===== src/hw/frontend_config.svh =====
`ifndef FRONTEND_CONFIG_SVH
`define FRONTEND_CONFIG_SVH

// first fetch address out of reset
`define RESET_PC 32'h1eceb000

// entries in each instruction queue
`define IQUEUE_DEPTH 8

// direct-mapped sets in the icache
`define ICACHE_SETS 16

// 64-bit beats per cache line fill
`define BURST_BEATS 4

`endif


===== src/hw/mem_types_pkg.sv =====
`include "frontend_config.svh"

package mem_types_pkg;

    localparam int OFFSET_BITS = 5;                          // 32 byte lines
    localparam int INDEX_BITS  = $clog2(`ICACHE_SETS);
    localparam int TAG_BITS    = 32 - INDEX_BITS - OFFSET_BITS;

    // one beat of the burst memory
    typedef logic [63:0] beat_t;

    // one full cache line
    typedef logic [255:0] cacheline_t;

    typedef logic [TAG_BITS-1:0]   tag_t;
    typedef logic [INDEX_BITS-1:0] index_t;

    // icache miss handling
    typedef enum logic [1:0] {
        C_IDLE,
        C_LOOKUP,
        C_MISS,
        C_FILL
    } cache_state_t;

endpackage : mem_types_pkg


===== src/hw/cacheline_adapter.sv =====
`timescale 1ns/1ps
`include "frontend_config.svh"

module cacheline_adapter (
    input  logic                       clk,
    input  logic                       rst,

    input  mem_types_pkg::beat_t       bmem_rdata_i,
    input  logic                       bmem_rvalid_i,

    output mem_types_pkg::cacheline_t  line_o,
    output logic                       line_valid_o
);

    import mem_types_pkg::*;

    localparam int BEAT_BITS = $bits(beat_t);
    localparam int LINE_BITS = $bits(cacheline_t);
    localparam int CNT_W     = $clog2(`BURST_BEATS);

    logic [CNT_W-1:0] beat_cnt_q;
    logic             last_beat;

    if (`BURST_BEATS * BEAT_BITS != LINE_BITS) begin : g_size_check
        $error("cacheline_adapter: burst does not fill one cache line");
    end

    assign last_beat = beat_cnt_q == CNT_W'(`BURST_BEATS - 1);

    always_ff @(posedge clk) begin
        if (rst) begin
            beat_cnt_q   <= '0;
            line_valid_o <= 1'b0;
        end else begin
            line_valid_o <= bmem_rvalid_i && last_beat;    // one cycle after the final beat
            if (bmem_rvalid_i) begin
                beat_cnt_q <= last_beat ? '0 : beat_cnt_q + 1'b1;
            end
        end
    end

    // beats shift in from the top, so the first one ends up in the lowest bits
    always_ff @(posedge clk) begin
        if (bmem_rvalid_i) begin
            line_o <= {bmem_rdata_i, line_o[LINE_BITS-1:BEAT_BITS]};
        end
    end

endmodule : cacheline_adapter


===== config.mk =====
export PLATFORM = sky130hd
export DESIGN_NAME = cacheline_adapter
export DESIGN_NICKNAME = d
export VERILOG_FILES = /design/src/hw/mem_types_pkg.sv /design/src/hw/cacheline_adapter.sv
export VERILOG_INCLUDE_DIRS = /design/src /design/src/hw
export SDC_FILE = /design/constraint.sdc
export NUM_CORES = 1
export LEC_CHECK = 0
export BUFFER_PORTS_ARGS = -buffer_cell sky130_fd_sc_hd__clkbuf_2
export CAP_MARGIN = 10
export CORE_MARGIN = 1.5
export CORE_UTILIZATION = 47
export CTS_CLUSTER_DIAMETER = 100
export DETAILED_ROUTE_END_ITERATION = 10
export PLACE_DENSITY_LB_ADDON = 0.12
export SLEW_MARGIN = 25
export SYNTH_ARGS = -nofsm -noshare
export SYNTH_HDL_FRONTEND = slang
export SYNTH_SLANG_ARGS = --single-unit

===== constraint.sdc =====
create_clock -name clk -period 1.35 [get_ports clk]
set_input_delay 0 -clock clk [delete_from_list [all_inputs] [get_ports clk]]
set_output_delay 0 -clock clk [all_outputs]
set_load 0.005 [all_outputs]

==> reports/qor.yml <==
status: "finished clean"
rsz0062_at_grt: "no"
fp-row-count: 46
synth_area_sq_um: 7801
avgSynthCellArea_sq_um: 29.22
area_delta_synth_final_pct: 44.20
yosys_warnings: 0
dp_hpwl_mm: 10.97
io_pins: 324
grt_overflow: 0
start_kind: "flip-flop"
final_common_cell: "clkbuf_2"
coreArea_sq_um: 16060
min_period_ns: 1.103
fin_cells: 930
fin_skew_ns: 0.007421
cts_buffers: 26
postPlaceCellArea_sq_um: 9818
worstSetupPathType: "flip-flop to flip-flop"
synth_seq_cells: 259
num_antenna_cells: 0
power_density_nw_per_um2: 1523
placed_cells: 817
tns_ns: 0
p_leak_nw: 4.630
avgViaCountPerCell: 4.597
grt_max_degree: 45
drive_gt1_frac: 0.5210
root_buffer: "clkbuf_16"
total_power_mw: 17.13
final-setup-viol-count: 0
final_area_sq_um: 11250
insertion_delay_ns: 0.51
yosysUniqueCellTypes: 9
hold_violations: 0
fmax_mhz: 906.2
route.detailed.drc: 0
postCtsSetupBuffers: 0
cp_data_arrival_time_ns: 1.54
cts_tree: "done"
fp.dieH_microns: 131.8
clk_path_buf_depth: 3
num-nets-final: 763
slew_violations: 0
critPathCaptureType: "flip-flop"
postCtsResizedCells: 0
ctsHtreeMaxLevel: 1
die_w_microns: 131.8
worstMarginPinSlew_ns: 0.3325
slew_headroom: 0.7783
portBuffers: 323
via_count: 4275
postRouteAntennaNets: 0
wirelength_mm: 15.87
syn-num-nets: 335
start_util: 0.4858
clk_pin_slew_ns: 0.06
antenna_found_initial: 0
critPathRequiredTime_ns: 1.79
cts.sinks: 259
dr.pass1.iters: 4
dieArea_sq_um: 17380
final_cell_mix: "clkbuf_2 (322), edfxtp_1 (256), dlygate4sd3_1 (66)"
gp_congestion: 0.8033
grt_pass1_vias: 4350
crit_path_max_fanout: 3
grt_pass1_wl_mm: 23.47
fin_crit_sh: 0.8174
first_iter_violations: 217
hold_path.class: "input pin to flip-flop"
vdd_ir_drop_max_uv: 1287
synth_cells: 267
grt_use_total: 0.1754
drv_cap: 0
ys_seq_area_frac: 0.9931
avgRoutedWirePerCell_microns: 17.07
finalCoreUtilization: 0.7006
routing by layer:
layer  global-route usage  part of all wire
met5                    0                 0
met4              0.06852             0.035
met3              0.06651             0.095
met2               0.3126              0.51
met1               0.1893              0.36
state kept, by name, summed over array words and instances (netlist names):
| name | cells |
|---|---|
| line_o | 256 |
| beat_cnt_q | 2 |
| line_valid_o | 1 |
cell usage after synthesis:
| library cell | instances | share of area |
|---|---|---|
| a21oi_1 | 1 | 0.00064 |
| dfxtp_1 | 3 | 0.0077 |
| edfxtp_1 | 256 | 0.99 |
| ha_1 | 1 | 0.0016 |
| mux2i_1 | 1 | 0.0013 |
| nand2_1 | 1 | 0.00048 |
| nand2b_1 | 1 | 0.00080 |
| nor2_1 | 2 | 0.00096 |
| or3b_1 | 1 | 0.0011 |
report_power, final:
group / switching, mW / internal [mW]
registers: 0.242 / 9.48
clock network: 2.73 / 3.64
logic: 0.505 / 0.540
per-stage QoR:
stage          setup slack (ns)  hold WS, ns
2_1_floorplan            0.3318      0.06907
3_3_place_gp             0.2929       0.1771
3_5_place_dp             0.2672       0.1786
4_1_cts                  0.2434       0.1756
5_1_grt                  0.2361       0.1883
6_report                 0.2465       0.2048
cell type report:
class	count	area (sq um)
Tap cell	216	270.3
Fill cell	1032	4808
Clock inverter	16	80.08
Multi-Input combinational cell	8	53.80
Clock buffer	31	690.7
Sequential cell	259	7747
Timing Repair Buffer	400	2407
cells by family after synthesis:
| group | after synthesis | share of synthesized area |
|---|---|---|
| AOI/OAI and AO/OA | 1 | 0.0006409 |
| adders and majority gates | 1 | 0.001604 |
| DFF | 259 | 0.9931 |
| muxes | 1 | 0.001283 |
| and+or+nand+nor | 5 | 0.003369 |
worst paths after layout:
kind              slack [ns]  cells after the start                        from                          to
setup / recovery        0.25                      3  beat_cnt_q[0]$_SDFFE_PP0P_  beat_cnt_q[0]$_SDFFE_PP0P_
hold / removal          0.20                      2             bmem_rdata_i[8]       line_o[200]$_DFFE_PP_
setup reg to reg        0.25                      3  beat_cnt_q[0]$_SDFFE_PP0P_  beat_cnt_q[0]$_SDFFE_PP0P_
hold reg to reg         0.44                      0       line_o[132]$_DFFE_PP_        line_o[68]$_DFFE_PP_
worst max-delay path: stages, from the launching register on:
cell	delay, ns
dfxtp_1	0.33
ha_1	0.21
or3b_1	0.35
a21oi_1	0.15
timing repair:
action,4_1_cts,5_1_grt
hold buffers,66,0
endpoints found under the setup margin,0,0
endpoints found under the hold margin,96,0
Note: power is estimated with default switching activity, not from simulation.
