[config.mk]
export PLATFORM = sky130hd
export DESIGN_NAME = icache
export DESIGN_NICKNAME = d
export VERILOG_FILES = /design/src/hw/fetch_types_pkg.sv /design/src/hw/mem_types_pkg.sv /design/src/hw/icache.sv
export VERILOG_INCLUDE_DIRS = /design/src /design/src/hw
export SDC_FILE = /design/constraint.sdc
export NUM_CORES = 2
export LEC_CHECK = 0
export ABC_CLOCK_PERIOD_IN_PS = 58900
export BUFFER_PORTS_ARGS = -buffer_cell sky130_fd_sc_hd__buf_2
export CAP_MARGIN = 20
export CORE_ASPECT_RATIO = 1.1
export CORE_UTILIZATION = 60
export DETAILED_ROUTE_END_ITERATION = 8
export PLACE_DENSITY = 0.82
export SLEW_MARGIN = 5
export SYNTH_ARGS = -nofsm -noshare
export SYNTH_HDL_FRONTEND = slang
export SYNTH_MEMORY_MAX_BITS = 65536
export SYNTH_SLANG_ARGS = --single-unit
[constraint.sdc]
create_clock -name clk -period 58.9 [get_ports clk]
set_input_delay 2.945 -clock clk [delete_from_list [all_inputs] [get_ports clk]]
set_output_delay 2.945 -clock clk [all_outputs]
set_load 0.005 [all_outputs]
[src/hw/frontend_config.svh]
`ifndef FRONTEND_CONFIG_SVH
`define FRONTEND_CONFIG_SVH

// first fetch address out of reset
`define RESET_PC 32'h1eceb000

// entries in each instruction queue
`define IQUEUE_DEPTH 8

// direct-mapped sets in the icache
`define ICACHE_SETS 16

// 64-bit beats per cache line fill
`define BURST_BEATS 4

`endif

[src/hw/fetch_types_pkg.sv]
package fetch_types_pkg;

    // byte address as seen by the fetch unit
    typedef logic [31:0] addr_t;

    // one rv32i instruction word
    typedef logic [31:0] inst_t;

    // fetch request sequencing
    typedef enum logic [1:0] {
        FETCH_IDLE,  // free to issue
        FETCH_WAIT,  // one request outstanding
        FETCH_STALL  // blocked by queue, memory or redirect
    } fetch_state_t;

endpackage : fetch_types_pkg

[src/hw/mem_types_pkg.sv]
`include "frontend_config.svh"

package mem_types_pkg;

    localparam int OFFSET_BITS = 5;                          // 32 byte lines
    localparam int INDEX_BITS  = $clog2(`ICACHE_SETS);
    localparam int TAG_BITS    = 32 - INDEX_BITS - OFFSET_BITS;

    // one beat of the burst memory
    typedef logic [63:0] beat_t;

    // one full cache line
    typedef logic [255:0] cacheline_t;

    typedef logic [TAG_BITS-1:0]   tag_t;
    typedef logic [INDEX_BITS-1:0] index_t;

    // icache miss handling
    typedef enum logic [1:0] {
        C_IDLE,
        C_LOOKUP,
        C_MISS,
        C_FILL
    } cache_state_t;

endpackage : mem_types_pkg

[src/hw/icache.sv]
`timescale 1ns/1ps
`include "frontend_config.svh"

module icache (
    input  logic                       clk,
    input  logic                       rst,

    input  fetch_types_pkg::addr_t     ufp_addr_i,
    input  logic                       ufp_rmask_i,
    output fetch_types_pkg::inst_t     ufp_rdata_o,
    output logic                       ufp_resp_o,

    output fetch_types_pkg::addr_t     dfp_addr_o,
    output logic                       dfp_read_o,
    input  mem_types_pkg::cacheline_t  dfp_rdata_i,
    input  logic                       dfp_resp_i
);

    import fetch_types_pkg::*;
    import mem_types_pkg::*;

    localparam int WORD_BITS = $bits(inst_t);

    cache_state_t              state_q;
    cache_state_t              state_d;
    addr_t                     addr_q;           // request address, held until the response

    tag_t                      tag_arr  [`ICACHE_SETS];
    cacheline_t                line_arr [`ICACHE_SETS];
    logic [`ICACHE_SETS-1:0]   valid_q;

    tag_t                      req_tag;
    index_t                    req_idx;
    logic [OFFSET_BITS-3:0]    req_word;         // word within the line
    logic                      hit;
    logic                      fill;

    assign req_tag  = addr_q[31 -: TAG_BITS];
    assign req_idx  = addr_q[OFFSET_BITS +: INDEX_BITS];
    assign req_word = addr_q[OFFSET_BITS-1:2];

    assign hit  = valid_q[req_idx] && (tag_arr[req_idx] == req_tag);
    assign fill = (state_q == C_MISS) && dfp_resp_i;

    always_comb begin
        state_d = state_q;
        unique case (state_q)
            C_IDLE: begin
                if (ufp_rmask_i) begin
                    state_d = C_LOOKUP;
                end
            end
            C_LOOKUP: begin
                state_d = hit ? C_IDLE : C_MISS;
            end
            C_MISS: begin
                if (dfp_resp_i) begin
                    state_d = C_FILL;
                end
            end
            C_FILL: begin
                state_d = C_IDLE;
            end
            default: begin
                state_d = C_IDLE;
            end
        endcase
    end

    always_ff @(posedge clk) begin
        if (rst) begin
            state_q <= C_IDLE;
            valid_q <= '0;
        end else begin
            state_q <= state_d;
            if (fill) begin
                valid_q[req_idx] <= 1'b1;
            end
        end
    end

    always_ff @(posedge clk) begin
        if ((state_q == C_IDLE) && ufp_rmask_i) begin
            addr_q <= ufp_addr_i;
        end
        if (fill) begin
            tag_arr[req_idx]  <= req_tag;
            line_arr[req_idx] <= dfp_rdata_i;
        end
    end

    // hit answers from LOOKUP, a miss answers from FILL once the line is written
    assign ufp_resp_o  = ((state_q == C_LOOKUP) && hit) || (state_q == C_FILL);
    assign ufp_rdata_o = line_arr[req_idx][{req_word, 5'd0} +: WORD_BITS];

    assign dfp_read_o = state_q == C_MISS;                      // level, held until the line lands
    assign dfp_addr_o = {addr_q[31:OFFSET_BITS], OFFSET_BITS'(0)};

    // the adapter only returns a line for a read this cache asked for
    assert property (@(posedge clk) disable iff (rst)
        dfp_resp_i |-> dfp_read_o)
        else $error("icache: line returned without an open read");

endmodule : icache

==> flow_summary.json <==
{
  "numCtsBuffers": 419,
  "clock-sinks": 4516,
  "drc_errors": 0,
  "synth_edf_count": 4494,
  "ys_top_cells_by_area": "edfxtp_1 79%, mux4_2 19%, buf_2 0.37%",
  "grt.overflow.total": 0,
  "synth_top_family_by_area": "multiplexers",
  "clk_pin_slew_ns": 0.07,
  "finalMaxSlewViolations": 0,
  "fillCellCount": 15445,
  "p_clk_share_pct": 39.8,
  "htreeDepth": 5,
  "synthArstFlopShare_pct": 0,
  "grtUsageTotal_pct": 34.4,
  "netlist.area_leader.share_pct": 78.7,
  "core_um2": 284000,
  "finClkSkew_ns": 0.0698,
  "row_count": 205,
  "synthToLayoutAreaGrowth_pct": 11.6,
  "met2_length_um": 246000,
  "end_kind": "output port",
  "synth_seq_area_share_pct": 78.9,
  "grt_max_degree": 161,
  "yosys_most_used_dff": "edfxtp_1",
  "cts_tree": "built",
  "clockBufferDepth": 4,
  "gp_congestion": 0.758,
  "start_util_pct": 60.4,
  "min_from": "valid_q[8]",
  "grt_pass1_vias": 84125,
  "syn_avg_cell_area_um2": 26.0,
  "grt_pass1_wl_um": 688000,
  "netlist_area_um2": 171000,
  "ir_drop_mv": 0.0272,
  "dr_wl_met3_um": 66800,
  "power.density_nw_per_um2": 36.4,
  "p_leak_nw": 59.3,
  "rsz0062_at_grt": "false",
  "fin_util_pct": 67.4,
  "power_switching_mw": 1.65,
  "synth_top_area_cell": "edfxtp_1",
  "fin_crit_ns": 11.00,
  "critPathKind": "reg -> out",
  "drv_cap": 0,
  "synth_xor_area_share_pct": 0.123,
  "post_cts_buffers": 0,
  "io_pins": 358,
  "fp.dieArea_um2": 288000,
  "fmax_mhz": 90.9,
  "highest_layer": "met5",
  "clk_latency_ns": 0.96,
  "path_max_fanout": 50,
  "hold_viol_final": 0,
  "p_int_mw": 5.32,
  "drtPass1Iterations": 6,
  "clockRootBuffer": "clkbuf_16",
  "fin_tns_setup_ns": 0,
  "crit_path_start_kind": "flip-flop",
  "p_sw_share_pct": 23.7,
  "dieHeight_um": 563,
  "yosys_register_bits": 4516,
  "die_w_um": 512,
  "synth-simple-area-share_pct": 0.329,
  "drive_gt1_share_pct": 34.5,
  "drtIter0Drc": 15735,
  "critical_path_arrival_ns": 8.06,
  "wl_met1_um": 157000,
  "fin_crit_sh_pct": 18.7,
  "synthMuxAreaShare_pct": 19.3,
  "synth_cells": 6607,
  "synth_compound_area_share_pct": 0.231,
  "hp-class": "reg -> reg",
  "dp.final_hpwl_um": 230000,
  "detail-route-antenna-nets": 0,
  "yosys_warnings": 0,
  "slew_headroom_pct": 10.9,
  "vias_per_cell": 7.49,
  "routed_wirelength_um": 504000,
  "drt-wirelength-per-cell_um": 44.3,
  "postCtsResizedCells": 0,
  "yosysUniqueCellTypes": 50,
  "io_buffers": 350,
  "cp_data_required_time_ns": 55.96,
  "worstMarginPinSlew_ns": 1.34,
  "vias": 85201,
  "ctsHoldBuffers": 0,
  "synth_fa_ha_area_share_pct": 0,
  "antenna_found_initial": 142,
  "fin_nets": 7452,
  "setup_viol": 0,
  "comb_power_share_pct": 9.1,
  "outcome": "complete, no violations",
  "power_frac_seq_pct": 51.2
}
==> flip-flops by register name, indices dropped and copies added, names as in the netlist, named ones only <==
name / cells
addr_q: 30
line_arr: 4096
state_q: 1
tag_arr: 368
valid_q: 16
==> synth_stat cells, types with 3 or more instances <==
library cell  count
buf_6             8
buf_2           128
mux2_2           51
nor2_1           51
nor3_1           13
mux4_2         1425
a21oi_1           9
xor2_1            6
or4_1             3
a22o_1            4
or3_1             3
nand2_1          13
buf_4            45
a22oi_1           8
o22ai_1           8
nand2b_1          7
nor3b_1           3
nor2b_1           5
nor4_1            4
and3_1            6
dfxtp_1          22
nand4_1           3
clkbuf_1        145
o21a_1            4
edfxtp_1       4494
buf_1            42
xnor2_1          18
mux2i_1          47
==> cell families after synthesis <==
logic type	after synthesis
xor gates and xnor gates	24
buffers and inverters	372
other	1
muxes	1523
and+or+nand+nor	117
AOI/OAI and AO/OA	54
DFF	4516
==> cell type report <==
type	count	area [um2]	share of cell area [%]
Timing Repair Buffer	496	3180	1.66
Multi-Input combinational cell	1723	34400	18.0
Sequential cell	4516	135000	70.7
Clock inverter	258	2440	1.28
Tap cell	3726	4660	2.44
Clock buffer	499	10900	5.69
Antenna cell	154	385	0.201
Inverter	4	15.0	0.00784
==> power groups by stage <==
stage	Clock (mW)	Combinational, mW	Sequential [mW]
after floorplan	0	0.393	3.63
after detailed placement	0	0.590	3.64
after CTS	2.76	0.620	3.57
after global routing	2.88	0.646	3.57
after global placement	0	0.565	3.64
final	2.77	0.634	3.57
==> cell usage in the layout (no fill, tap or decap), drive strengths merged, types with 3 or more instances in the layout <==
master	count
clkinv	199
nor3b	3
xnor2	18
or4	3
o21a	4
conb	5
dfxtp	22
mux4	1425
a21oi	9
nand4	3
xor2	6
a22o	4
mux2	51
bufinv	39
o21ai	3
or3	3
nor2b	5
nor2	51
o22ai	8
and3	6
nand2b	7
clkinvlp	11
nor3	13
a22oi	8
edfxtp	4494
nor4	4
mux2i	47
clkbuf	499
inv	13
diode	154
nand2	13
buf	496
==> routing by layer <==
layer,GRT usage (%),up-vias
li1,-,30272
met1,45.6,44187
met2,54.4,9076
met3,7.43,1596
met4,18.3,70
met5,0,-
==> critical path, stage by stage (launching register included) <==
cell	delay (ns)
dfxtp_4	0.99
buf_4	0.75
buf_4	0.84
buf_4	0.88
buf_4	0.92
mux4_2	0.67
mux4_2	0.51
mux4_2	0.78
mux2_2	0.42
buf_2	0.14
==> through the flow <==
step,std cells,power [mW],hold WS [ns],cell area (um2),setup slack (ns)
6_report,11376,6.98,0.480,191000,47.90
5_1_grt,11340,7.10,0.498,191000,47.43
4_1_cts,11220,6.95,0.479,191000,47.70
3_5_place_dp,10463,4.23,0.464,178000,48.87
3_3_place_gp,10463,4.20,0.464,178000,48.94
2_1_floorplan,6611,4.03,0.435,172000,35.45
==> final timing paths <==
path	to	slack [ns]	depth (start not counted)
max	ufp_rdata_o[17]	47.90	9
min reg2reg	valid_q[8]	0.48	2
min	valid_q[8]	0.48	2
max reg2reg	flip-flop	53.41	9
Power figures use the tool's default switching activity.
