===== src/hw/fetch_queue.sv =====
`timescale 1ns/1ps

module fetch_queue #(
    parameter int DATA_WIDTH  = 32,
    parameter int QUEUE_DEPTH = 8
) (
    input  logic                   clk,
    input  logic                   rst,

    input  logic [DATA_WIDTH-1:0]  wdata_i,
    input  logic                   enqueue_i,
    input  logic                   dequeue_i,
    input  logic                   flush_i,

    output logic [DATA_WIDTH-1:0]  rdata_o,
    output logic                   full_o,
    output logic                   empty_o
);

    localparam int PTR_W = (QUEUE_DEPTH > 1) ? $clog2(QUEUE_DEPTH) : 1;
    localparam int CNT_W = $clog2(QUEUE_DEPTH + 1);

    logic [DATA_WIDTH-1:0] mem_q [QUEUE_DEPTH];
    logic [PTR_W-1:0]      wr_ptr_q;
    logic [PTR_W-1:0]      rd_ptr_q;
    logic [CNT_W-1:0]      count_q;
    logic                  do_enq;
    logic                  do_deq;

    function automatic logic [PTR_W-1:0] ptr_inc(input logic [PTR_W-1:0] ptr);
        return (ptr == PTR_W'(QUEUE_DEPTH - 1)) ? '0 : ptr + 1'b1;
    endfunction

    assign full_o  = count_q == CNT_W'(QUEUE_DEPTH);
    assign empty_o = count_q == '0;

    assign do_enq = enqueue_i && !full_o;
    assign do_deq = dequeue_i && !empty_o;

    assign rdata_o = mem_q[rd_ptr_q];                  // head is visible the cycle after the write

    always_ff @(posedge clk) begin
        if (rst || flush_i) begin                      // flush beats a same-cycle enqueue
            wr_ptr_q <= '0;
            rd_ptr_q <= '0;
            count_q  <= '0;
        end else begin
            if (do_enq) begin
                wr_ptr_q <= ptr_inc(wr_ptr_q);
            end
            if (do_deq) begin
                rd_ptr_q <= ptr_inc(rd_ptr_q);
            end
            if (do_enq && !do_deq) begin
                count_q <= count_q + 1'b1;
            end else if (do_deq && !do_enq) begin
                count_q <= count_q - 1'b1;
            end
        end
    end

    always_ff @(posedge clk) begin
        if (do_enq) begin
            mem_q[wr_ptr_q] <= wdata_i;
        end
    end

    // producer and consumer are expected to honor full and empty
    assert property (@(posedge clk) disable iff (rst)
        enqueue_i |-> !full_o)
        else $error("fetch_queue: enqueue while full");

    assert property (@(posedge clk) disable iff (rst)
        dequeue_i |-> !empty_o)
        else $error("fetch_queue: dequeue while empty");

endmodule : fetch_queue


===== config.mk =====
export PLATFORM = sky130hd
export DESIGN_NAME = fetch_queue
export DESIGN_NICKNAME = d
export VERILOG_FILES = /design/src/hw/fetch_queue.sv
export SDC_FILE = /design/constraint.sdc
export NUM_CORES = 1
export LEC_CHECK = 0
export BUFFER_PORTS_ARGS = -buffer_cell sky130_fd_sc_hd__buf_2
export CAP_MARGIN = 20
export CORE_MARGIN = 2
export CORE_UTILIZATION = 25
export DETAILED_ROUTE_END_ITERATION = 7
export PLACE_DENSITY = 0.5
export SETUP_SLACK_MARGIN = 0.15
export SYNTH_ARGS = -nofsm -noshare
export SYNTH_HDL_FRONTEND = slang
export SYNTH_SLANG_ARGS = --single-unit

===== constraint.sdc =====
create_clock -name clk -period 4.5 [get_ports clk]
set_clock_uncertainty 0.2 [all_clocks]
set_input_delay 0.45 -clock clk [delete_from_list [all_inputs] [get_ports clk]]
set_output_delay 0.45 -clock clk [all_outputs]
set_load 0.05 [all_outputs]

==> flow_metrics.py, run 1 <==
metrics = {
    "synthesis": {
        "yosysSeqAreaShare_pct": 75.9,
        "syn_nets": 493,
        "syn-cell-area_mm2": 0.0105,
        "ys_warn_count": 0,
        "synth_area_leaders": "edfxtp_1 (73%), mux4_1 (10%), mux4_2 (5.2%)",
        "ys_seq_elements": 269,
        "synthCells": 448,
        "ys_types": 31,
        "synth_edf_count": 256,
        "syn_area_per_cell_um2": 23.4,
        "yosysTopAreaCellShare_pct": 73.4,
        "async_reset_ff_share_pct": 0,
        "synth_ff_type": "edfxtp_1",
        "synth_top_area_cell": "edfxtp_1",
    },
    "worst_setup_path": {
        "rr_worst_depth": 9,
        "path_class": "flip-flop to primary output",
        "r2r_slack_ns": 1.46,
        "crit_fanout": 41,
        "crit_path_top_delay_cell": "dfxtp_4",
        "cp.arrival_ns": 2.92,
        "cp-end-kind": "primary output",
        "cp_slowest_stage_delay_ns": 0.87,
        "path_cells": "buf_4 > mux4_1 > mux2_2 > buf_2",
        "critPathLaunchType": "flip-flop",
        "cp.required_ns": 3.85,
    },
    "die": {
        "io_pins": 71,
        "die_y_um": 209,
        "core_area_mm2": 0.0411,
        "start_util_pct": 25.5,
        "floorplan.die_area_mm2": 0.0435,
        "rows": 74,
        "dieWidth_um": 209,
    },
    "global_route": {
        "antenna_found_initial": 1,
        "gr-total-overflow": 0,
        "globalRouteTotalUtil_pct": 10.4,
        "grt_use_met3_pct": 2.19,
        "busiest_layer": "met2",
        "met2_usage_pct": 18.5,
        "first_global_vias": 5336,
        "grt_max_degree": 65,
        "grt_pass1_wl_mm": 33.4,
        "gr-usage-met1_pct": 12.8,
    },
    "clock_tree": {
        "clk_pin_slew_ns": 0.06,
        "cts_tree": "yes",
        "clock_path_buffers": 3,
        "clock_latency_ns": 0.54,
        "cts_buffers": 30,
        "clockRootBuffer": "clkbuf_16",
        "holdBufCountCts": 32,
        "clock_sinks": 269,
        "h-tree-depth": 1,
        "post-cts-setup-buffers": 0,
        "cts_resized": 0,
    },
    "drt": {
        "viasPerCell": 4.27,
        "routed_wl_mm": 22.5,
        "drc": 0,
        "drt-initial-drc-count": 234,
        "ant_nets": 0,
        "vias": 4834,
        "wire_per_inst_um": 19.9,
        "dr.pass1.iters": 4,
    },
    "timing": {
        "setup_violations": 0,
        "slew_headroom_pct": 28.3,
        "finalSetupTns_ns": 0,
        "slew_viol_final": 0,
        "final.min_clock_period_ns": 3.57,
        "fin_crit_sh_pct": 79.3,
        "hold_viol": 0,
        "max_freq_ghz": 0.280,
        "max_slew.worst_pin.slew_ns": 1.07,
        "rsz0062_at_grt": "no",
    },
    "place": {
        "place.port_buffers": 70,
        "hpwl_mm": 13.0,
        "dp_cells": 1044,
        "globalplace.congestion": 0.660,
    },
    "power_and_ir_drop": {
        "irDropWorstVdd_v": 0.000262,
        "powerDensity_mw_per_mm2": 438,
        "finalPower_uw": 5610,
        "p_leak_uw": 0.00413,
    },
    "job": {
        "drv_cap": 0,
    },
    "layout": {
        "finalNetCount": 621,
        "fillCellCount": 4000,
        "final_util_pct": 31.1,
        "area_growth_pct": 22.2,
        "instances_no_fill": 1131,
        "drive_gt1_share_pct": 33.4,
        "antenna_cells": 0,
    },
    "min_path": {
        "hold_path_depth": 3,
        "holdCritPathClass": "input port to flip-flop",
    },
    "status": {
        "status": "complete, no violations",
    },
}
==> synthesized netlist by cell type, types with 2 or more instances <==
library cell,n
o41ai_4,2
mux4_2,24
dfxtp_1,13
a21oi_1,7
clkbuf_1,4
mux2_2,32
mux4_1,40
nor4_1,2
nand3_1,2
nor2_1,12
nand2_1,7
mux2i_1,2
edfxtp_1,256
buf_1,8
nor3_1,6
ha_1,7
buf_6,7
inv_1,3
nand2b_1,2
==> per-stage QoR <==
| stage | hold slack [ns] | instance area, µm² | setup slack (ns) |
|---|---|---|---|
| floorplan | 0.288 | 10500 | 0.710 |
| global placement | 0.306 | 11500 | 1.42 |
| detailed placement | 0.328 | 11600 | 1.41 |
| CTS | 0.114 | 12800 | 0.804 |
| global route | 0.139 | 12800 | 0.717 |
| finish | 0.140 | 12800 | 0.932 |
==> layer usage <==
| layer | routed length [µm] | up-vias |
|---|---|---|
| li1 | - | 2176 |
| met1 | 9730 | 2539 |
| met2 | 11400 | 84 |
| met3 | 795 | 33 |
| met4 | 503 | 2 |
| met5 | 13 | - |
==> path summary, 6_finish.rpt <==
| path | startpoint | end |
|---|---|---|
| min | rst | wr_ptr_q[2] |
| min reg2reg | rd_ptr_q[1] | flip-flop |
| max reg2reg | count_q[1] | count_q[3] |
| max | flip-flop | rdata_o[27] |
==> kinds of logic (layout without fill, tap and decap cells) <==
group / Yosys count / in the layout / synth area share (%)
flip-flops: 269 / 269 / 75.9
multiplexers: 98 / 98 / 18.8
AND/OR/NAND/NOR: 35 / 35 / 1.55
buffers and inverters: 24 / 175 / 1.39
AO/OA/AOI/OAI: 12 / 12 / 1.10
adder cells (fa/ha/maj): 8 / 8 / 1.03
XOR/XNOR: 2 / 2 / 0.167
==> final cells by class <==
cell class              count  area [µm²]  area share [%]
clock buffers              36         773            6.05
clock inverters            19         140            1.10
inverters                   3        11.3          0.0881
multi-input cells         155        2430            19.0
flip-flops and latches    269        7960            62.2
well taps                 532         666            5.21
repair buffers            117         808            6.32
==> cell usage in the layout, fill, tap and decap left out, drive strengths merged, types with 2 or more instances in the layout <==
cell,instances
dfxtp,13
nor3,6
ha,7
mux2,32
clkinv,13
mux2i,2
nor2,12
mux4,64
buf,85
edfxtp,256
nand2,7
clkinvlp,3
o41ai,2
dlygate4sd3,32
nor4,2
nand3,2
inv,5
nand2b,2
clkbuf,36
a21oi,7
==> report_power, final <==
part           leakage, µW  total (µW)  internal [µW]  switching (µW)
combinational      0.00126         536            203             333
sequential         0.00243        2840           2800            46.1
clock             0.000443        2230           1280             947
==> worst max-delay path: cells and delay by family (launching register included) <==
kind | cells | cell delay [ns]
buffers and inverters | 2 | 0.61
flip-flops | 1 | 0.87
multiplexers | 2 | 0.88
==> state kept, by name (all words and copies together), names as in the netlist, named ones only <==
register  count
count_q       4
mem_q       256
rd_ptr_q      3
wr_ptr_q      3
Power figures use the tool's default switching activity.
==> inputs of run 2 (changes only) <==
--- a/config.mk
+++ b/config.mk
@@ -5,6 +5,7 @@
 export SDC_FILE = /design/constraint.sdc
 export NUM_CORES = 1
 export LEC_CHECK = 0
+export ABC_AREA = 1
 export BUFFER_PORTS_ARGS = -buffer_cell sky130_fd_sc_hd__buf_2
 export CAP_MARGIN = 20
 export CORE_MARGIN = 2
==> constraint.sdc (replaced) <==
create_clock -name clk -period 3.27 [get_ports clk]
set_clock_uncertainty 0.2 [all_clocks]
set_input_delay 0.327 -clock clk [delete_from_list [all_inputs] [get_ports clk]]
set_output_delay 0.327 -clock clk [all_outputs]
set_load 0.05 [all_outputs]
==> run 2 against run 1 <==
Synthesized cell count rose by 110%. Wire length rose by 17%. Clock power rose by 60%. Count of clock-buffer cells in the layout fell by 6. Critical path type unchanged. Combinational power rose by 150%. Critical path depth rose by 3. Largest cell class unchanged. Sequential power rose by 38%. Worst hold slack got worse by 0.076 ns. Non-clock buffer count rose by 9.
==> flow_metrics.py, run 2 <==
metrics = {
    "status": {
        "status": "complete, no violations",
    },
    "power_and_ir_drop": {
        "irDropWorstVdd_v": 0.000362,
        "p_leak_uw": 0.00496,
        "powerDensity_mw_per_mm2": 658,
    },
    "die": {
        "io_pins": 71,
        "rows": 76,
        "core_area_mm2": 0.0431,
        "die_y_um": 213,
        "floorplan.die_area_mm2": 0.0454,
        "start_util_pct": 25.3,
        "dieWidth_um": 213,
    },
    "layout": {
        "layout_commonest_cell": "nor2_1",
        "drive_gt1_share_pct": 14.1,
        "mostFrequentLayoutCells": "nor2_1 (270), edfxtp_1 (256), nand2_1 (180)",
        "largest_reg_flops": 256,
        "top_register": "mem_q",
        "antenna_cells": 0,
        "fillCellCount": 4410,
        "area_growth_pct": 22.8,
        "finalNetCount": 1104,
        "reg_top3": "mem_q (256), count_q (4)",
        "final_util_pct": 31.1,
    },
    "drt": {
        "ant_nets": 0,
        "drt-initial-drc-count": 539,
        "vias": 6902,
        "drc": 0,
        "routed_wl_mm": 26.2,
        "viasPerCell": 4.14,
        "wire_per_inst_um": 15.7,
        "dr.pass1.iters": 4,
    },
    "min_path": {
        "holdCritPathClass": "input port to flip-flop",
    },
    "synthesis": {
        "synthCells": 951,
        "synth_top_area_cell": "edfxtp_1",
        "synth_edf_count": 256,
        "yosysSeqAreaShare_pct": 72.8,
        "syn_nets": 996,
        "ys_seq_elements": 269,
        "synth_area_leaders": "edfxtp_1 (70%), nor2_1 (9.6%), nand2_1 (6.2%)",
        "yosysTopAreaCellShare_pct": 70.4,
        "synth_ff_type": "edfxtp_1",
        "ys_warn_count": 0,
        "syn-cell-area_mm2": 0.0109,
        "async_reset_ff_share_pct": 0,
        "yosysMostFrequentCell": "nor2_1",
        "syn_area_per_cell_um2": 11.5,
        "ys_types": 20,
        "synth_common_cells": "nor2_1 (278), edfxtp_1 (256), nand2_1 (180), o21ai_0 (107), o21ai_1 (26)",
    },
    "worst_setup_path": {
        "reg2reg_to": "mem_q[3][12]",
        "cp-endpoint": "rdata_o[0]",
        "worstReg2RegStart": "count_q[1]",
        "cp-end-kind": "primary output",
        "cp.required_ns": 2.74,
        "r2r_slack_ns": 0.76,
        "path_class": "flip-flop to primary output",
        "critPathLaunchType": "flip-flop",
        "cp.arrival_ns": 2.42,
        "crit_fanout": 100,
        "rr_worst_depth": 7,
    },
    "timing": {
        "max_slew.worst_pin.slew_ns": 0.839,
        "fin_crit_sh_pct": 90.2,
        "slew_viol_final": 0,
        "max_freq_ghz": 0.339,
        "final.min_clock_period_ns": 2.95,
        "hold_viol": 0,
        "slew_headroom_pct": 44.0,
        "setup_violations": 0,
        "finalSetupTns_ns": 0,
        "rsz0062_at_grt": "no",
    },
    "job": {
        "drv_cap": 0,
    },
    "place": {
        "globalplace.congestion": 0.717,
        "place.port_buffers": 70,
        "hpwl_mm": 15.0,
    },
    "global_route": {
        "antenna_found_initial": 0,
        "grt_max_degree": 101,
        "first_global_vias": 7025,
        "gr-total-overflow": 0,
        "globalRouteTotalUtil_pct": 11.8,
        "grt_pass1_wl_mm": 41.2,
    },
    "clock_tree": {
        "cts_tree": "yes",
        "post-cts-setup-buffers": 0,
        "clk_pin_slew_ns": 0.06,
        "h-tree-depth": 1,
        "clock_latency_ns": 0.56,
        "cts_buffers": 29,
        "clock_path_buffers": 3,
        "clock_sinks": 269,
        "clockRootBuffer": "clkbuf_16",
    },
}
==> run 2: critical path, stage by stage (launching register included) <==
cell	delay [ns]
dfxtp_4	0.61
clkinv_2	0.16
buf_12	0.27
o21ai_0	0.38
nand2_1	0.09
nand2_1	0.07
nand2_1	0.07
buf_2	0.21
==> run 2: kinds of logic (layout without fill, tap and decap cells) <==
family          after synthesis  in the layout  synth area share, %
fa+ha+maj                     8              8                0.986
xor+xnor                      2              2                0.160
compound gates              138            138                 6.33
simple gates                466            466                 16.1
flops                       269            269                 72.8
buf+inv                      68            199                 3.58
==> run 2: how the worst min path moves through the flow <==
| stage | start | to | slack (ns) | cells past startpoint |
|---|---|---|---|---|
| global route | dequeue_i | flip-flop | 0.11 | 5 |
| floorplan | wdata_i[0] | mem_q[0][0] | 0.23 | 0 |
| CTS | dequeue_i | flip-flop | 0.06 | 5 |
| detailed placement | wr_ptr_q[0] | wr_ptr_q[0] | 0.31 | 2 |
| finish | dequeue_i | flip-flop | 0.06 | 4 |
| global placement | count_q[1] | count_q[1] | 0.30 | 2 |
==> run 2: layer usage <==
metal  routed length [µm]  up-vias  GRT usage [%]
li1                     -     3441              -
met1                12500     3329           16.3
met2                12400      110           19.4
met3                  959       22           1.88
met4                  386        0           2.92
met5                    0        -              0
==> run 2: layout make-up <==
type                    instances  area, µm²  share of cell area (%)
multi-input cells             614       2640                    19.7
inverters                      19       72.6                   0.541
well taps                     585        732                    5.46
clock inverters                24        318                    2.37
flip-flops and latches        269       7950                    59.3
repair buffers                126        962                    7.18
clock buffers                  30        729                    5.44
==> run 2: per-stage QoR <==
step | hold slack [ns] | cell area (µm²) | power [µW] | setup slack (ns) | cells
3_5_place_dp | 0.309 | 12000 | 5310 | 0.719 | 1576
4_1_cts | 0.0649 | 13400 | 8930 | 0.230 | 1667
2_1_floorplan | 0.226 | 10900 | 4910 | 0.329 | 951
3_3_place_gp | 0.296 | 12000 | 5300 | 0.774 | 1576
5_1_grt | 0.110 | 13400 | 9170 | 0.164 | 1667
6_report | 0.0640 | 13400 | 8820 | 0.320 | 1667
==> run 2: repair_timing <==
item / CTS / global route
endpoints found under the hold margin: 259 / 0
setup endpoints to repair: 0 / 17
hold buffers: 37 / 0
resized for setup: 0 / 3
==> run 2: report_power, final <==
| part | internal, µW | switching [µW] | total [µW] |
|---|---|---|---|
| clock | 2190 | 1390 | 3570 |
| sequential | 3870 | 40.3 | 3910 |
| combinational | 340 | 993 | 1330 |
