**src/hw/frontend_config.svh**
```systemverilog
`ifndef FRONTEND_CONFIG_SVH
`define FRONTEND_CONFIG_SVH

// first fetch address out of reset
`define RESET_PC 32'h1eceb000

// entries in each instruction queue
`define IQUEUE_DEPTH 8

// direct-mapped sets in the icache
`define ICACHE_SETS 16

// 64-bit beats per cache line fill
`define BURST_BEATS 4

`endif

```
**src/hw/fetch_types_pkg.sv**
```systemverilog
package fetch_types_pkg;

    // byte address as seen by the fetch unit
    typedef logic [31:0] addr_t;

    // one rv32i instruction word
    typedef logic [31:0] inst_t;

    // fetch request sequencing
    typedef enum logic [1:0] {
        FETCH_IDLE,  // free to issue
        FETCH_WAIT,  // one request outstanding
        FETCH_STALL  // blocked by queue, memory or redirect
    } fetch_state_t;

endpackage : fetch_types_pkg

```
**src/hw/fetch_ctrl.sv**
```systemverilog
`timescale 1ns/1ps
`include "frontend_config.svh"

module fetch_ctrl (
    input  logic                    clk,
    input  logic                    rst,

    input  logic                    queue_full_i,
    input  logic                    ufp_resp_i,
    input  logic                    redirect_i,
    input  fetch_types_pkg::addr_t  redirect_addr_i,
    input  logic                    dfp_read_i,
    input  logic                    bmem_ready_i,

    output fetch_types_pkg::addr_t  ufp_addr_o,
    output logic                    ufp_rmask_o,
    output logic                    enqueue_o,
    output logic                    bmem_read_o
);

    import fetch_types_pkg::*;

    fetch_state_t state_q;
    fetch_state_t state_d;
    addr_t        pc_q;
    logic         stale_q;          // response in flight belongs to a pre-redirect fetch
    logic         dfp_read_q;
    logic         read_pend_q;      // rising edge seen but memory was busy
    logic         read_req;

    assign ufp_addr_o  = pc_q;
    assign ufp_rmask_o = (state_q != FETCH_WAIT) && !queue_full_i && bmem_ready_i && !redirect_i;
    assign enqueue_o   = ufp_resp_i && !stale_q && !redirect_i;

    // one bmem_read pulse per rising edge of dfp_read, deferred while not ready
    assign read_req    = dfp_read_i && (!dfp_read_q || read_pend_q);
    assign bmem_read_o = read_req && bmem_ready_i;

    always_comb begin
        state_d = state_q;
        unique case (state_q)
            FETCH_IDLE, FETCH_STALL: begin
                state_d = ufp_rmask_o ? FETCH_WAIT : FETCH_STALL;
            end
            FETCH_WAIT: begin
                if (ufp_resp_i) begin
                    state_d = FETCH_IDLE;       // next request goes out next cycle
                end
            end
            default: begin
                state_d = FETCH_IDLE;
            end
        endcase
    end

    always_ff @(posedge clk) begin
        if (rst) begin
            state_q     <= FETCH_IDLE;
            pc_q        <= `RESET_PC;
            stale_q     <= 1'b0;
            dfp_read_q  <= 1'b0;
            read_pend_q <= 1'b0;
        end else begin
            state_q     <= state_d;
            dfp_read_q  <= dfp_read_i;
            read_pend_q <= read_req && !bmem_ready_i;
            if (redirect_i) begin
                pc_q <= redirect_addr_i;
            end else if (enqueue_o) begin
                pc_q <= pc_q + 32'd4;
            end
            if (ufp_resp_i) begin
                stale_q <= 1'b0;
            end else if (redirect_i && (state_q == FETCH_WAIT)) begin
                stale_q <= 1'b1;
            end
        end
    end

    // a response only answers the single request still outstanding
    assert property (@(posedge clk) disable iff (rst)
        ufp_resp_i |-> (state_q == FETCH_WAIT))
        else $error("fetch_ctrl: response without an outstanding request");

endmodule : fetch_ctrl

```
**config.mk**
```make
export PLATFORM = sky130hd
export DESIGN_NAME = fetch_ctrl
export DESIGN_NICKNAME = d
export VERILOG_FILES = /design/src/hw/fetch_types_pkg.sv /design/src/hw/fetch_ctrl.sv
export VERILOG_INCLUDE_DIRS = /design/src /design/src/hw
export SDC_FILE = /design/constraint.sdc
export NUM_CORES = 1
export LEC_CHECK = 0
export ABC_AREA = 1
export BUFFER_PORTS_ARGS = -buffer_cell sky130_fd_sc_hd__buf_2
export CORE_MARGIN = 3
export CORE_UTILIZATION = 40
export DETAILED_ROUTE_END_ITERATION = 7
export HOLD_SLACK_MARGIN = 0.1
export PLACE_DENSITY = 0.68
export RECOVER_POWER = 100
export SYNTH_ARGS = -nofsm -noshare
export SYNTH_HDL_FRONTEND = slang
export SYNTH_SLANG_ARGS = --single-unit
```
**constraint.sdc**
```tcl
create_clock -name clk -period 1.3 [get_ports clk]
set_input_delay 0.325 -clock clk [delete_from_list [all_inputs] [get_ports clk]]
set_output_delay 0.325 -clock clk [all_outputs]
set_load 0.1 [all_outputs]
```
==> flow_summary.ini, run 1 <==
[timing]
rsz0062_at_grt = true
hold_viol = 0
hold-worst-slack_ns = 0.182
slew_violations = 0
tightest_slew_ns = 1.02
finalSetupViolations = 49
layout_worst_path_cycle_share = 1.27
fin_skew_ns = 0.0111
slew_headroom = 0.320
fin_ws_ns = -0.357
fin_crit_ns = 1.66
fmax_mhz = 603

[power]
p_leak_uw = 0.00213
switching_share = 0.424
powerDensity_nw_per_um2 = 819
comb_power_share = 0.428
switching_power_uw = 1630
internal-power_uw = 2210
ir_worst_vdd_v = 0.000671
clkPwrFrac = 0.220
p_total_uw = 3840
seq_power_share = 0.352

[clock_tree]
clkLatencyLatePin_ns = 0.31
clkSinkCount = 37
holdBufCountCts = 0
clk_pin_slew_worst_paths_ns = 0.09
cts_max_level = 2
cts_tree = yes
clock_path_buffers = 2
tritoncts.num_buffers = 5
clockRootBuffer = clkbuf_8

[floorplan]
ios = 74
die_area_um2 = 6770
start_util = 0.418
rows = 27
die_y_um = 82.3
coreArea_um2 = 5570
die_w_um = 82.3

[setup_path]
endpoint_kind = register
crit_type = register to register
startpoint_type = register
critPathRequiredTime_ns = 1.52
cp_max_fo = 4
arrival_ns = 1.88

[synthesis]
ys_ff_latch = 37
yosys-top-cells-area = dfxtp_1, nand2_1, nor2_1, inv_1, a21oi_1
synth.top_cell.area_share = 0.318
yosysSeqAreaShare = 0.318
synth_nets = 425
yosysUniqueCellTypes = 28
synth_area_per_cell_um2 = 6.05
syn_area_um2 = 2330
synthCells = 385
yosysWarnings = 0
yosysTopAreaCell = dfxtp_1

[route]
routed_via_density = 5.72
met1_length_mm = 4.08
drt_pre_antenna_iters = 8
wl_met2_mm = 5.81
drt_wl_total_mm = 11.7
wl_met3_mm = 1.15
top_layer_used = met4
drt_iter0_drc = 540
num_vias = 3472
drc = 7
avgRoutedWirePerCell_um = 19.3
drtAntennaViolNets = 0

[global_route]
grt_overflow = 0
grt_pass1_vias = 2856
track_usage = 0.259
grt_pass1_wl_mm = 13.3
grt_start_max_net_pins = 23
antenna_found_initial = 0

[layout]
nets = 574
antenna-diode-count = 0
nFillCells = 300
final_common_cell = nand2_1
most-common-layout-cells = nand2_1, buf_4, buf_6
synthToLayoutAreaGrowth_pct = 101
drive_gt1_frac = 0.564

[min_path]
min_path_type = input pin to register

[job]
drv_cap = 0

[status]
violations = design-rule violations, negative setup slack
status = finished, violations left

[placed_design]
dp_hpwl_mm = 6.18
dp_slack_ns = -0.0892
gp_congestion = 0.925
numPortBuffers = 73
-- worst max-delay path, stage by stage, from the launching register on --
cell and delay [ns]:
dfxtp_4 0.40, nand2_1 0.11, nor2_1 0.19, nand2_1 0.14, nor2_1 0.26, nand3_1 0.17
nand2_1 0.10, nand2_1 0.06, a21oi_1 0.13
-- cell usage after synthesis --
cell	number
a22o_1	3
o31ai_1	1
a21oi_1	24
o21ai_1	1
dfxtp_1	37
ha_1	1
a31oi_1	7
xnor2_1	5
nand2_2	4
o21bai_1	2
o211ai_1	1
inv_2	2
nand3_1	18
nand2_1	133
or2_2	1
nor2_1	49
buf_4	1
nor2_2	10
o21ai_0	16
clkbuf_1	5
nor4_1	2
inv_1	41
nor2_4	1
nor3_1	1
buf_2	5
xor2_1	11
nand3b_1	2
nand4_1	1
-- final timing paths --
| check | endpoint | slack, ns | start | depth (start not counted) |
|---|---|---|---|---|
| max | ufp_addr_o[30] | -0.36 | ufp_addr_o[21] | 8 |
| min | read_pend_q | 0.18 | bmem_ready_i | 2 |
| max reg2reg | ufp_addr_o[30] | -0.36 | ufp_addr_o[21] | 8 |
| min reg2reg | state_q[0] | 0.47 | state_q[1] | 1 |
-- cell families after synthesis --
kind of cell | count (synthesis) | share of synthesized area
buf+inv | 54 | 0.0914
compound gates | 55 | 0.131
fa+ha+maj | 1 | 0.00537
flops | 37 | 0.318
xor+xnor | 16 | 0.0602
simple gates | 222 | 0.394
-- sequential cells by signal, indices dropped and copies added, names as in the netlist --
| register | flops |
|---|---|
| read_pend_q | 1 |
| dfp_read_q | 1 |
| stale_q | 1 |
| ufp_addr_o | 32 |
| state_q | 2 |
-- repair_timing --
action / CTS / global route
cloned: 0 / 1
pin swaps: 9 / 45
setup buffers: 7 / 36
setup endpoints to repair: 29 / 45
gates resized for setup: 41 / 100
-- per-layer routing --
metal	global-route usage	vias up
li1	-	1508
met1	0.306	1612
met2	0.444	272
met3	0.0694	80
met4	0.101	0
met5	0	-
-- power by group through the flow --
stage          registers, uW  clock network (uW)  logic (uW)
3_5_place_dp            1360                   0        1400
3_3_place_gp            1350                   0        1380
2_1_floorplan           1830                   0         338
4_1_cts                 1340                 816        1440
6_report                1350                 844        1650
5_1_grt                 1360                 886        1710
-- final cells by class --
| cell class | count | area (um^2) | area share |
|---|---|---|---|
| Clock buffer | 6 | 72.6 | 0.0155 |
| Sequential cell | 37 | 851 | 0.182 |
| Tap cell | 72 | 90.1 | 0.0192 |
| Clock inverter | 2 | 10.0 | 0.00214 |
| Inverter | 43 | 169 | 0.0360 |
| Multi-Input combinational cell | 294 | 1880 | 0.402 |
| Timing Repair Buffer | 153 | 1610 | 0.344 |
-- metrics by stage --
| step | std cells | cell area (um^2) | TNS, ns | utilization |
|---|---|---|---|---|
| final | 607 | 4690 | -3.67 | 0.841 |
| after floorplan | 385 | 2600 | -3.50 | - |
| after global placement | 558 | 3860 | -0.0977 | 0.692 |
| after CTS | 573 | 4140 | -0.663 | 0.742 |
| after global routing | 607 | 4690 | -6.10 | 0.841 |
| after detailed placement | 558 | 3860 | -0.486 | 0.692 |
Note: power is estimated with default switching activity, not from simulation.
==> run 2, diff against run 1 <==
==> constraint.sdc (replaced) <==
create_clock -name clk -period 1.3 [get_ports clk]
set_input_delay 0.325 -clock clk [delete_from_list [all_inputs] [get_ports clk]]
set_output_delay 0.325 -clock clk [all_outputs]
set_load 0.05 [all_outputs]
==> flow_summary.ini, run 2 (synthesis results as in run 1) <==
[status]
status = finished, violations left
violations = negative setup slack

[global_route]
grt_pass1_wl_mm = 12.5
antenna_found_initial = 0
grt_overflow = 0
grt_start_max_net_pins = 17
grt_pass1_vias = 2691
track_usage = 0.237

[setup_path]
endpoint_kind = output pin
crit_slowest_cell = dfxtp_1
critical-path-top-delay-family = flip-flops
cp_num_buf_inv = 2
arrival_ns = 1.13
cp_max_fo = 2
startpoint_type = register
r2r_start = ufp_addr_o[2]
crit_type = register to output pin
max_stage_delay_ns = 0.31
worstPathCellList = inv_2 > nor2_2 > nor4_4 > buf_6
crit_path_start = state_q[0]
critPathRequiredTime_ns = 0.98

[floorplan]
rows = 27
die_y_um = 82.3
start_util = 0.418
die_area_um2 = 6770
coreArea_um2 = 5570
die_w_um = 82.3
ios = 74

[timing]
slew_headroom = 0.558
tightest_slew_ns = 0.663
layout_worst_path_cycle_share = 1.12
rsz0062_at_grt = true
hold-worst-slack_ns = 0.196
fin_crit_ns = 1.46
hold_viol = 0
fin_ws_ns = -0.155
finalSetupViolations = 20
fmax_mhz = 687
fin_skew_ns = 0.00266
slew_violations = 0

[layout]
drive_gt1_frac = 0.514
nets = 551
antenna-diode-count = 0
most-common-layout-cells = nand2_1, buf_2, buf_4
synthToLayoutAreaGrowth_pct = 73.3
largest_register_ffs = 32
regArea_um2 = 840
multi_input_area_um2 = 1820
nFillCells = 419
final_common_cell = nand2_1

[route]
num_vias = 2964
met1_length_mm = 3.64
drt_wl_total_mm = 8.73
avgRoutedWirePerCell_um = 14.9
wl_met3_um = 459
routed_via_density = 5.08
drt_iter0_drc = 102
drc = 0
top_layer_used = met4
wl_met2_mm = 4.43
drt_pre_antenna_iters = 5
drtAntennaViolNets = 0

[power]
p_leak_uw = 0.00188
powerDensity_nw_per_um2 = 841
p_total_uw = 3390
ir_worst_vdd_v = 0.000457

[clock_tree]
clk_pin_slew_worst_paths_ns = 0.08
clkSinkCount = 37
cts_max_level = 2
tritoncts.num_buffers = 5
cts_tree = yes
clock_path_buffers = 2
clkLatencyLatePin_ns = 0.30
clockRootBuffer = clkbuf_8

[min_path]
hold_path_startpoint = bmem_ready_i
min_path_type = input pin to register

[placed_design]
gp_congestion = 0.938
numPortBuffers = 73
dp_hpwl_mm = 5.70

[job]
drv_cap = 0
[run 2: cell count changes in the layout (fill, tap and decap cells not counted), sizes merged]
cell / delta
clkinv: -3
buf: -32
clkbuf: +10
bufinv: +1
inv: +1
[run 2: worst paths after layout]
| check | endpoint | slack (ns) | cells after the start |
|---|---|---|---|
| max | ufp_rmask_o | -0.16 | 4 |
| min | read_pend_q | 0.20 | 2 |
| max reg2reg | ufp_addr_o[19] | -0.11 | 7 |
| min reg2reg | state_q[0] | 0.46 | 1 |
[run 2: metal layers]
metal	global-route usage	up-vias
met5	0	-
met4	0.0731	0
met3	0.0434	19
met2	0.392	108
met1	0.312	1369
li1	-	1468
[run 2: cell type report]
type                            count  area share
Multi-Input combinational cell    294       0.452
Timing Repair Buffer              130       0.249
Sequential cell                    37       0.208
Inverter                           43      0.0400
Tap cell                           72      0.0223
Clock buffer                        7      0.0214
Clock inverter                      1     0.00744
[run 2: what timing repair did]
action                     4_1_cts  5_1_grt
gates resized for setup         53      123
setup buffers                    7       15
hold buffers                     0        0
setup endpoints to repair       22       46
pin swaps                       11       61
[run 2: where the power goes]
group	switching, uW	internal (uW)
Combinational	620	387
Clock	434	626
Sequential	121	1200
Total	1180	2220
[run 2: metrics by stage]
step                TNS (ns)  utilization  std cells  worst slack [ns]  cell area, um^2
floorplan             -0.505            -        385            -0.164             2510
global placement      -0.183        0.568        555            -0.118             3170
detailed placement    -0.510        0.568        555            -0.120             3170
CTS                   -0.297        0.626        570            -0.130             3490
global route           -2.96        0.724        584            -0.200             4040
finish                -0.952        0.724        584            -0.155             4040
==> run 3, diff against run 2 <==
- ABC_AREA: 1 -> unset
- PLACE_DENSITY: 0.68 -> 0.69
==> flow_summary.ini, run 3 <==
[status]
status = finished, violations left
violations = negative setup slack

[min_path]
min_path_type = input pin to register

[synthesis]
ys.flop_type = dfxtp_1
syn_area_um2 = 2060
ys_ff_latch = 37
synth-async-reset-ratio = 0
synthCells = 252
synth.top_cell.area_share = 0.360
yosysWarnings = 0
yosysSeqAreaShare = 0.360
synth_nets = 292
synth_edf_count = 0
yosysUniqueCellTypes = 43
yosys.cell_count.top_type = dfxtp_1
yosysTopAreaCell = dfxtp_1
synthTopCellsByCount = dfxtp_1, nor2_1, nor3_1, nand2_1, clkbuf_1
yosys-top-cells-area = dfxtp_1, nor2_1, nor3_1, a311oi_1, xnor2_1
synth_area_per_cell_um2 = 8.16

[floorplan]
die_area_um2 = 6040
ios = 74
rows = 25
coreArea_um2 = 4850
die_y_um = 77.7
start_util = 0.424
die_w_um = 77.7

[clock_tree]
cts_tree = yes
clkLatencyLatePin_ns = 0.29
clockRootBuffer = clkbuf_8
holdBufCountCts = 0
cts_max_level = 2
clk_pin_slew_worst_paths_ns = 0.08
clkSinkCount = 37
clock_path_buffers = 2
tritoncts.num_buffers = 5

[setup_path]
critPathRequiredTime_ns = 1.50
startpoint_type = register
worstPathCellList = ha_4 > and3b_2 > nand3_4 > buf_4 > or4_1 > a311oi_1
crit_slowest_cell = or4_1
critical-path-top-delay-family = simple AND/OR/NAND/NOR gates
arrival_ns = 2.06
cp_max_fo = 5
cp_num_buf_inv = 1
crit_type = register to register
endpoint_kind = register
max_stage_delay_ns = 0.42

[route]
drt_iter0_drc = 189
drt_pre_antenna_iters = 7
num_vias = 3046
drtAntennaViolNets = 0
avgRoutedWirePerCell_um = 20.7
routed_via_density = 6.13
drc = 0
drt_wl_total_mm = 10.3

[layout]
finalInstanceArea_um2 = 4270
instances_no_fill = 497
largest_register_ffs = 32
final_common_cell = buf_4
nFillCells = 228
drive_gt1_frac = 0.658
most-common-layout-cells = buf_4, buf_6, buf_2
nets = 469
synthToLayoutAreaGrowth_pct = 108
antenna-diode-count = 0

[global_route]
grt_start_max_net_pins = 32
grt_pass1_wl_mm = 12.8
busiest_layer = met2
use_met3 = 0.0476
grt_overflow = 0
antenna_found_initial = 0
use_met2 = 0.468
grt_pass1_vias = 2659
grtUsageMet1 = 0.318
track_usage = 0.263

[power]
powerDensity_nw_per_um2 = 752
p_leak_uw = 0.00181
ir_worst_vdd_v = 0.000637
p_total_uw = 3210

[timing]
hold_viol = 0
fmax_mhz = 537
fin_ws_ns = -0.564
rsz0062_at_grt = true
finalSetupViolations = 38
layout_worst_path_cycle_share = 1.43
slew_violations = 0
tightest_slew_ns = 0.426
slew_headroom = 0.716
fin_crit_ns = 1.86
fin_skew_ns = 0.00998

[placed_design]
gp_congestion = 0.807
dp_hpwl_mm = 5.18
place_area_um2 = 3250
dp.cells = 455
numPortBuffers = 73

[job]
drv_cap = 0
==> run 3: cell count changes after synthesis, sizes merged, moves of 9 or more <==
cell    before  now
nor3         1   19
o21ai       17    3
nand2      137   16
a211oi       0    9
a311oi       0    9
a21oi       24    6
inv         43    4
nor2        60   26
==> run 3: final timing paths <==
| path | from | endpoint | slack (ns) | depth (start not counted) |
|---|---|---|---|---|
| setup / recovery | ufp_addr_o[2] | ufp_addr_o[24] | -0.56 | 6 |
| hold / removal | bmem_ready_i | read_pend_q | 0.23 | 2 |
| setup reg to reg | ufp_addr_o[2] | ufp_addr_o[24] | -0.56 | 6 |
| hold reg to reg | ufp_addr_o[1] | ufp_addr_o[1] | 0.51 | 2 |
==> run 3: layout make-up <==
cell class,instances,area [um^2],area share
clock buffer,7,76.3,0.0179
multi-input combinational,198,1690,0.395
inverter,4,15.0,0.00352
clock inverter,1,5.00,0.00117
timing repair buffer,183,1570,0.367
sequential,37,835,0.196
tap,67,83.8,0.0196
==> run 3: worst register-to-register path, delay by kind of cell (launching register included) <==
family / cells / cell delay [ns]
buffers and inverters: 1 / 0.18
AND/OR/NAND/NOR: 3 / 0.87
adder cells (fa/ha/maj): 1 / 0.14
flip-flops: 1 / 0.37
AO/OA/AOI/OAI: 1 / 0.22
==> run 3: timing repair <==
item	CTS	global route
setup endpoints to repair	59	51
gates cloned	0	1
pin swaps	33	34
setup buffers	12	26
resized for setup	97	75
==> run 3: per-layer routing <==
| metal | vias to the layer above | share of wire |
|---|---|---|
| met1 | 1438 | 0.36 |
| met3 | 67 | 0.078 |
| met4 | 0 | 0.060 |
| met2 | 209 | 0.50 |
| met5 | - | 0 |
| li1 | 1332 | - |
==> run 3: cell families after synthesis <==
kind of cell | share of synthesized area
fa+ha+maj | 0.00609
xor+xnor | 0.0469
mux | 0.0146
compound gates | 0.181
buf+inv | 0.0335
simple gates | 0.358
flops | 0.360
==> run 3: where the power goes <==
part | internal, uW | switching, uW
clock | 377 | 426
sequential | 1200 | 62.6
combinational | 495 | 653
total | 2070 | 1140
==> run 3: stage by stage <==
stage	hold WS [ns]	util	setup TNS, ns	setup WS, ns
3_5_place_dp	0.489	0.670	-6.88	-0.481
2_1_floorplan	0.397	-	-7.62	-0.553
5_1_grt	0.227	0.880	-11.74	-0.601
6_report	0.232	0.880	-9.92	-0.564
3_3_place_gp	0.470	0.670	-6.04	-0.419
4_1_cts	0.234	0.783	-6.11	-0.415
